===== config.mk =====
export PLATFORM = sky130hd
export DESIGN_NAME = muldiv_unit
export DESIGN_NICKNAME = d
export VERILOG_FILES = /design/src/rtl/muldiv_op_pkg.sv /design/src/rtl/muldiv_ctrl_pkg.sv /design/src/rtl/step_counter.sv /design/src/rtl/mul_datapath.sv /design/src/rtl/div_datapath.sv /design/src/rtl/muldiv_seq.sv /design/src/rtl/muldiv_unit.sv
export VERILOG_INCLUDE_DIRS = /design/src /design/src/rtl
export SDC_FILE = /design/constraint.sdc
export NUM_CORES = 2
export LEC_CHECK = 0
export ABC_AREA = 1
export ABC_CLOCK_PERIOD_IN_PS = 9900
export CAP_MARGIN = 30
export CORE_ASPECT_RATIO = 1.5
export CORE_MARGIN = 3
export CORE_UTILIZATION = 59
export CTS_CLUSTER_SIZE = 12
export DETAILED_ROUTE_END_ITERATION = 10
export DONT_BUFFER_PORTS = 1
export HOLD_SLACK_MARGIN = 0.15
export PLACE_DENSITY = 0.76
export REMOVE_ABC_BUFFERS = 1
export SETUP_SLACK_MARGIN = 0.15
export SYNTH_ARGS = -nofsm -noshare
export SYNTH_HDL_FRONTEND = slang
export SYNTH_SLANG_ARGS = --single-unit
export TNS_END_PERCENT = 1

===== constraint.sdc =====
create_clock -name clk_i -period 9.9 [get_ports clk_i]
set_input_delay 0.495 -clock clk_i [delete_from_list [all_inputs] [get_ports clk_i]]
set_output_delay 0.495 -clock clk_i [all_outputs]
set_load 0.05 [all_outputs]

===== src/rtl/muldiv_macros.svh =====
// Operand width and division step count defines for the muldiv coprocessor
`ifndef MULDIV_MACROS_SVH
`define MULDIV_MACROS_SVH

// ------------------------------------------------------------
// Datapath sizing
// ------------------------------------------------------------

// Operand and result width in bits
`define MULDIV_XLEN 32

// ------------------------------------------------------------
// Division pacing
// ------------------------------------------------------------

`define MULDIV_DIV_STEPS 32  // One restoring step per quotient bit

`endif


===== src/rtl/muldiv_op_pkg.sv =====
// Operation opcodes and request/response bundles of the muldiv coprocessor
`include "muldiv_macros.svh"

package muldiv_op_pkg;

    // ------------------------------------------------------------
    // Opcodes, numbered like RV32M funct3
    // ------------------------------------------------------------
    typedef enum logic [2:0] {
        OP_MUL    = 3'd0,  // Low word, any signedness
        OP_MULH   = 3'd1,  // High word, signed x signed
        OP_MULHSU = 3'd2,  // High word, signed x unsigned
        OP_MULHU  = 3'd3,  // High word, unsigned x unsigned
        OP_DIV    = 3'd4,
        OP_DIVU   = 3'd5,
        OP_REM    = 3'd6,
        OP_REMU   = 3'd7
    } muldiv_op_e;

    // ------------------------------------------------------------
    // Handshake payloads
    // ------------------------------------------------------------
    typedef struct packed {
        muldiv_op_e              op;
        logic [`MULDIV_XLEN-1:0] a;  // rs1 operand, dividend
        logic [`MULDIV_XLEN-1:0] b;  // rs2 operand, divisor
    } muldiv_req_t;

    typedef struct packed {
        logic [`MULDIV_XLEN-1:0] result;
    } muldiv_resp_t;

endpackage


===== src/rtl/muldiv_ctrl_pkg.sv =====
// Sequencer states, datapath strobes and step count type of the muldiv coprocessor
`include "muldiv_macros.svh"

package muldiv_ctrl_pkg;

    typedef enum logic [2:0] {
        IDLE,       // Waiting for a request
        MUL_EXEC,   // Product being formed
        DIV_CHECK,  // Divisor zero test
        DIV_EXEC,   // Restoring steps
        DONE        // Result held for the requester
    } seq_state_e;

    // One strobe per datapath action, all from the sequencer
    typedef struct packed {
        logic mul_load;
        logic mul_exec;
        logic div_load;
        logic div_prep;
        logic div_zero;
        logic div_step;
        logic hold;
    } dp_ctrl_t;

    typedef logic [$clog2(`MULDIV_DIV_STEPS)-1:0] step_cnt_t;

endpackage


===== src/rtl/step_counter.sv =====
// Down-counter pacing the restoring division steps
`timescale 1ns/100ps
`include "muldiv_macros.svh"

module step_counter (
    input  logic clk_i,
    input  logic rst_i,
    input  logic start_i,
    input  logic step_i,
    output logic last_o
);
    import muldiv_ctrl_pkg::*;

    step_cnt_t cnt;

    // Counts STEPS-1 down to zero, one division step per count
    always_ff @(posedge clk_i) begin
        if (rst_i) begin
            cnt <= '0;
        end else if (start_i) begin
            cnt <= step_cnt_t'(`MULDIV_DIV_STEPS - 1);
        end else if (step_i && (cnt != '0)) begin
            cnt <= cnt - 1'b1;
        end
    end

    assign last_o = (cnt == '0);  // Final step in progress

endmodule


===== src/rtl/mul_datapath.sv =====
// Multiplier datapath with operand extension, product register and word select
`timescale 1ns/100ps
`include "muldiv_macros.svh"

module mul_datapath (
    input  logic                        clk_i,
    input  muldiv_op_pkg::muldiv_req_t  req_i,
    input  muldiv_ctrl_pkg::dp_ctrl_t   ctrl_i,
    output muldiv_op_pkg::muldiv_resp_t resp_o
);
    import muldiv_op_pkg::*;

    localparam int W = `MULDIV_XLEN;

    logic                  mul_sel;    // Held result belongs to this datapath
    logic                  is_high;
    logic signed [W:0]     mcand;      // One extra bit carries the sign
    logic signed [W:0]     mplier;
    logic signed [2*W+1:0] full_prod;
    logic [2*W-1:0]        product;
    logic                  a_signed;
    logic                  b_signed;

    assign a_signed  = req_i.op inside {OP_MULH, OP_MULHSU};
    assign b_signed  = (req_i.op == OP_MULH);
    assign full_prod = mcand * mplier;

    always_ff @(posedge clk_i) begin
        if (ctrl_i.mul_load) begin
            mcand   <= {a_signed && req_i.a[W-1], req_i.a};
            mplier  <= {b_signed && req_i.b[W-1], req_i.b};
            is_high <= (req_i.op != OP_MUL);
        end
        if (ctrl_i.mul_exec) begin
            product <= full_prod[2*W-1:0];
        end
        if (ctrl_i.mul_load) begin
            mul_sel <= 1'b1;
        end else if (ctrl_i.div_load) begin
            mul_sel <= 1'b0;
        end
    end

    always_comb begin
        resp_o = '0;
        if (ctrl_i.hold && mul_sel) begin
            resp_o.result = is_high ? product[2*W-1:W] : product[W-1:0];
        end
    end

endmodule


===== src/rtl/div_datapath.sv =====
// Restoring divider datapath with sign handling and RISC-V result fix-up
`timescale 1ns/100ps
`include "muldiv_macros.svh"

module div_datapath (
    input  logic                        clk_i,
    input  muldiv_op_pkg::muldiv_req_t  req_i,
    input  muldiv_ctrl_pkg::dp_ctrl_t   ctrl_i,
    output logic                        divisor_zero_o,
    output muldiv_op_pkg::muldiv_resp_t resp_o
);
    import muldiv_op_pkg::*;

    localparam int W = `MULDIV_XLEN;

    logic         div_sel;    // Held result belongs to this datapath
    logic         is_rem;
    logic         dvd_neg;
    logic         dvs_neg;
    logic         quo_neg;
    logic         rem_neg;
    logic [W-1:0] divisor;
    logic [W-1:0] remainder;
    logic [W-1:0] quotient;

    logic         is_signed;
    logic [W+1:0] diff;       // Trial subtraction, top bit is the borrow
    logic         q_bit;
    logic [W-1:0] rem_out;
    logic [W-1:0] quo_out;

    assign is_signed      = (req_i.op == OP_DIV) || (req_i.op == OP_REM);
    assign diff           = {1'b0, remainder, quotient[W-1]} - {2'b00, divisor};
    assign q_bit          = ~diff[W+1];
    assign divisor_zero_o = (divisor == '0);

    // ------------------------------------------------------------
    // Operand capture, magnitude prep and shift-subtract steps
    // ------------------------------------------------------------
    always_ff @(posedge clk_i) begin
        if (ctrl_i.div_load) begin
            is_rem    <= (req_i.op == OP_REM) || (req_i.op == OP_REMU);
            dvd_neg   <= is_signed && req_i.a[W-1];
            dvs_neg   <= is_signed && req_i.b[W-1];
            quo_neg   <= is_signed && (req_i.a[W-1] ^ req_i.b[W-1]);
            rem_neg   <= is_signed && req_i.a[W-1];  // Remainder follows dividend
            divisor   <= req_i.b;
            remainder <= req_i.a;  // Dividend parked here until prep
            quotient  <= '0;
        end else if (ctrl_i.div_zero) begin
            // Quotient all ones, remainder keeps the raw dividend
            quotient <= '1;
            quo_neg  <= 1'b0;
            rem_neg  <= 1'b0;
        end else if (ctrl_i.div_prep) begin
            divisor   <= dvs_neg ? -divisor : divisor;
            remainder <= '0;
            quotient  <= dvd_neg ? -remainder : remainder;
        end else if (ctrl_i.div_step) begin
            if (q_bit) begin
                remainder <= diff[W-1:0];
            end else begin
                remainder <= {remainder[W-2:0], quotient[W-1]};
            end
            quotient <= {quotient[W-2:0], q_bit};  // Dividend shifts out, quotient in
        end
    end

    always_ff @(posedge clk_i) begin
        if (ctrl_i.div_load) begin
            div_sel <= 1'b1;
        end else if (ctrl_i.mul_load) begin
            div_sel <= 1'b0;
        end
    end

    // ------------------------------------------------------------
    // Result fix-up
    // ------------------------------------------------------------
    assign rem_out = rem_neg ? -remainder : remainder;
    assign quo_out = quo_neg ? -quotient : quotient;

    always_comb begin
        resp_o = '0;
        if (ctrl_i.hold && div_sel) begin
            resp_o.result = is_rem ? rem_out : quo_out;
        end
    end

endmodule


===== src/rtl/muldiv_seq.sv =====
// Sequencer FSM for the req/ack handshake and multiply/divide stepping
`timescale 1ns/100ps

module muldiv_seq (
    input  logic                      clk_i,
    input  logic                      rst_i,
    input  logic                      req_i,
    input  muldiv_op_pkg::muldiv_op_e op_i,
    input  logic                      divisor_zero_i,
    input  logic                      last_i,
    output muldiv_ctrl_pkg::dp_ctrl_t ctrl_o,
    output logic                      cnt_start_o,
    output logic                      cnt_step_o,
    output logic                      ack_o
);
    import muldiv_op_pkg::*;
    import muldiv_ctrl_pkg::*;

    seq_state_e state;
    seq_state_e state_nxt;
    logic       is_mul_op;
    logic       accept;

    assign is_mul_op = op_i inside {OP_MUL, OP_MULH, OP_MULHSU, OP_MULHU};
    assign accept    = req_i && !ack_o;  // Previous handshake fully closed

    // ------------------------------------------------------------
    // Next state and strobes
    // ------------------------------------------------------------
    always_comb begin
        state_nxt   = state;
        ctrl_o      = '0;
        cnt_start_o = 1'b0;
        cnt_step_o  = 1'b0;
        case (state)
            IDLE: begin
                if (accept) begin
                    if (is_mul_op) begin
                        ctrl_o.mul_load = 1'b1;
                        state_nxt       = MUL_EXEC;
                    end else begin
                        ctrl_o.div_load = 1'b1;
                        state_nxt       = DIV_CHECK;
                    end
                end
            end
            MUL_EXEC: begin
                ctrl_o.mul_exec = 1'b1;
                state_nxt       = DONE;
            end
            DIV_CHECK: begin
                if (divisor_zero_i) begin
                    ctrl_o.div_zero = 1'b1;  // Skip the steps entirely
                    state_nxt       = DONE;
                end else begin
                    ctrl_o.div_prep = 1'b1;
                    cnt_start_o     = 1'b1;
                    state_nxt       = DIV_EXEC;
                end
            end
            DIV_EXEC: begin
                ctrl_o.div_step = 1'b1;
                cnt_step_o      = 1'b1;
                if (last_i) begin
                    state_nxt = DONE;
                end
            end
            DONE: begin
                if (!req_i) begin
                    state_nxt = IDLE;
                end
            end
            default: begin
                state_nxt = IDLE;
            end
        endcase
        // Result stays up through the ack tail after req drops
        ctrl_o.hold = (state == DONE) || ack_o;
    end

    // ------------------------------------------------------------
    // State and ack registers
    // ------------------------------------------------------------
    always_ff @(posedge clk_i) begin
        if (rst_i) begin
            state <= IDLE;
            ack_o <= 1'b0;
        end else begin
            state <= state_nxt;
            ack_o <= (state == DONE);  // Trails DONE by one cycle
        end
    end

endmodule


===== src/rtl/muldiv_unit.sv =====
// Top of the muldiv coprocessor: sequencer, step counter and both datapaths
`timescale 1ns/100ps

module muldiv_unit (
    input  logic                        clk_i,
    input  logic                        rst_i,
    input  logic                        req_i,
    input  muldiv_op_pkg::muldiv_req_t  op_req_i,
    output logic                        ack_o,
    output muldiv_op_pkg::muldiv_resp_t resp_o
);
    import muldiv_op_pkg::*;
    import muldiv_ctrl_pkg::*;

    dp_ctrl_t     dp_ctrl;
    logic         cnt_start;
    logic         cnt_step;
    logic         cnt_last;
    logic         divisor_zero;
    muldiv_resp_t mul_resp;
    muldiv_resp_t div_resp;

    // ------------------------------------------------------------
    // Control
    // ------------------------------------------------------------
    muldiv_seq muldiv_seq_i (
        .clk_i          (clk_i),
        .rst_i          (rst_i),
        .req_i          (req_i),
        .op_i           (op_req_i.op),
        .divisor_zero_i (divisor_zero),
        .last_i         (cnt_last),
        .ctrl_o         (dp_ctrl),
        .cnt_start_o    (cnt_start),
        .cnt_step_o     (cnt_step),
        .ack_o          (ack_o)
    );

    step_counter step_counter_i (
        .clk_i   (clk_i),
        .rst_i   (rst_i),
        .start_i (cnt_start),
        .step_i  (cnt_step),
        .last_o  (cnt_last)
    );

    // ------------------------------------------------------------
    // Datapaths
    // ------------------------------------------------------------
    div_datapath div_datapath_i (
        .clk_i          (clk_i),
        .req_i          (op_req_i),
        .ctrl_i         (dp_ctrl),
        .divisor_zero_o (divisor_zero),
        .resp_o         (div_resp)
    );

    mul_datapath mul_datapath_i (
        .clk_i  (clk_i),
        .req_i  (op_req_i),
        .ctrl_i (dp_ctrl),
        .resp_o (mul_resp)
    );

    // Idle datapath drives zeros, so a plain OR merges them
    assign resp_o = mul_resp | div_resp;

endmodule


==> results.ini <==
[die]
die_area_um2 = 98600
core-area_um2 = 93400
rows = 137
die-height_um = 383
dieWidth_um = 257
initial_core_util_pct = 59.8
ios = 103

[placed_design]
port-buffer-count = 0
gp_congestion = 1.05
hpwl_um = 149000

[routing]
vias_per_cell = 5.59
drt-total-wl_um = 185000
drc = 0
vias = 46839
ant_nets = 0
first_pass_iters = 6
initialDrtViolationCount = 3915
wl_per_cell_um = 22.1

[worst_hold_path]
hp-class = in2reg

[yosys]
ys_seq_elements = 243
synthTopCellsByArea = fa_1 (40%), inv_1 (13%), nand2_1 (12%)
post-synth-top-count-cell = inv_1
synth_edf_count = 200
ys_types = 56
syn_inst = 7187
yosysTopAreaCell = fa_1
synthTopCellsByCount = inv_1 (1977), nand2_1 (1846), fa_1 (1126)
ys.warnings.count = 0
synth_top_area_share_pct = 40.3
synth-main-ff-cell = edfxtp_1
synth_area_um2 = 55900
syn_area_per_cell_um2 = 7.78
synth_seq_area_share_pct = 12.3
async_reset_ff_share_pct = 0

[sta]
timing.final.crit_share_pct = 84.9
rsz0062_at_grt = no
fin_crit_ps = 8410
fin_skew_ps = 21.1
setup_tns_ps = 0
relSlewSlack_pct = 26.8
tightest_slew_ps = 1100
finalHoldViolations = 0
max_freq_mhz = 119
drv_slew = 0
setup_viol = 0

[clocking]
clk_path_buf_depth = 3
cts_buffers = 28
insertion_delay_ps = 580
cts_hold_buffers = 67
htreeDepth = 1
path_clk_slew_ps = 60
cts_resized = 0
postCtsSetupBuffers = 0
clockRootBuffer = clkbuf_16
cts.sink_count = 243
cts_tree = done

[grt]
overflow = 0
track_usage_pct = 38.6
first_global_vias = 50011
antenna_found_initial = 26
grt_pass1_wl_um = 286000
grt_max_degree = 65

[job]
drv_cap = 0

[setup_path]
cp-end-kind = flip-flop
critPathMaxFanout = 18
critical_path_class = reg2reg
worst_ep_arrival_time_ps = 8740
worstPathRequired_ps = 10230
cp-start-kind = flip-flop

[cells_and_area]
nets = 8529
syn_to_final_growth_pct = 5.43
post_route_cells_drive_above_1_share_pct = 3.58

[status]
status = completed

==> cells in the final DEF, fill, tap and decap left out, types with 7 or more instances in the layout <==
cell type,instances
xor2_1,77
or2_2,14
xnor2_1,24
fa_1,1126
inv_1,1977
nand3b_1,8
o211ai_1,29
dlygate4sd3_1,67
diode_2,21
nor2_1,348
ha_1,249
mux2_2,25
o21ai_0,186
mux2i_1,7
clkbuf_16,29
nand2_1,1846
a21oi_1,182
edfxtp_1,200
nand4_1,83
nor3_1,26
a31oi_1,17
buf_4,122
nor2_2,9
o21ai_1,27
o21bai_1,10
dfxtp_1,43
a21o_1,8
nand3_1,267
clkinv_1,9
==> worst max-delay path: stages, from the launching register on <==
cell and delay [ps]:
edfxtp_1 850, nand2_1 200, inv_1 170, fa_1 490, fa_1 570, fa_1 530
buf_4 210, inv_1 140, fa_1 980, inv_1 330, fa_1 540, fa_1 550
inv_1 50, fa_1 450, fa_1 490, inv_1 40, ha_1 450, nand2_1 160
nor2_1 270, nand2_1 140, nor4_1 280, nand2_1 120, nand4_1 100, nand2_1 50
==> sequential cells by signal (all words and copies together), names as in the netlist <==
| signal | cells |
|---|---|
| mul_datapath_i.product | 64 |
| mul_datapath_i.mcand | 33 |
| mul_datapath_i.mplier | 33 |
| div_datapath_i.divisor | 32 |
| div_datapath_i.quotient | 32 |
| div_datapath_i.remainder | 32 |
| step_counter_i.cnt | 5 |
| muldiv_seq_i.state | 3 |
| div_datapath_i.div_sel | 1 |
| div_datapath_i.dvd_neg | 1 |
| div_datapath_i.dvs_neg | 1 |
| div_datapath_i.is_rem | 1 |
| div_datapath_i.quo_neg | 1 |
| div_datapath_i.rem_neg | 1 |
| mul_datapath_i.is_high | 1 |
| mul_datapath_i.mul_sel | 1 |
| muldiv_seq_i.ack_o | 1 |
==> layer usage <==
metal  wire, um  up-vias  track usage, %
li1           -    20724               -
met1      61600    23082            42.5
met2      91700     2302            66.9
met3      15500      713            7.48
met4      16300       18            27.1
met5        116        -               0
==> path summary, 6_finish.rpt <==
check	from	end	slack [ps]	depth (start not counted)
max	mul_datapath_i.mcand[32]$_DFFE_PP_	mul_datapath_i.product[58]$_DFFE_PP_	1490	23
min	op_req_i[2]	div_datapath_i.divisor[2]$_DFFE_PP_	170	2
max reg2reg	mul_datapath_i.mcand[32]$_DFFE_PP_	mul_datapath_i.product[58]$_DFFE_PP_	1490	23
min reg2reg	div_datapath_i.div_sel$_SDFFE_PP1P_	div_datapath_i.div_sel$_SDFFE_PP1P_	460	2
==> kinds of logic after synthesis <==
family	synth area share (%)
buffers and inverters	15.7
and+or+nand+nor	19.1
xor gates and xnor gates	1.58
AOI/OAI and AO/OA	4.81
muxes	0.629
DFF	12.3
adders and majority gates	45.9
==> cell type report <==
type / count / area (um^2)
clock buffers: 35 / 748
repair buffers: 198 / 1750
inverters: 1985 / 7450
well taps: 1251 / 1570
fillers: 8144 / 34500
diodes: 21 / 52.6
flip-flops and latches: 243 / 6870
multi-input cells: 4628 / 40300
clock inverters: 15 / 180
==> metrics by stage <==
step           cells  hold WS, ps  util, %  instance area [um^2]  setup slack, ps
6_report        8376          169     63.1                 58900             1490
5_1_grt         8364          182     63.1                 58900             1020
4_1_cts         8355          152     63.0                 58900             1460
3_3_place_gp    8224          435     61.1                 57100             1590
2_1_floorplan   6856          415        -                 54600             2260
3_5_place_dp    8238          444     61.3                 57300             1500
Power is not shown: default switching activity piles up to over one toggle a cycle in this logic, so the estimate is an artifact.
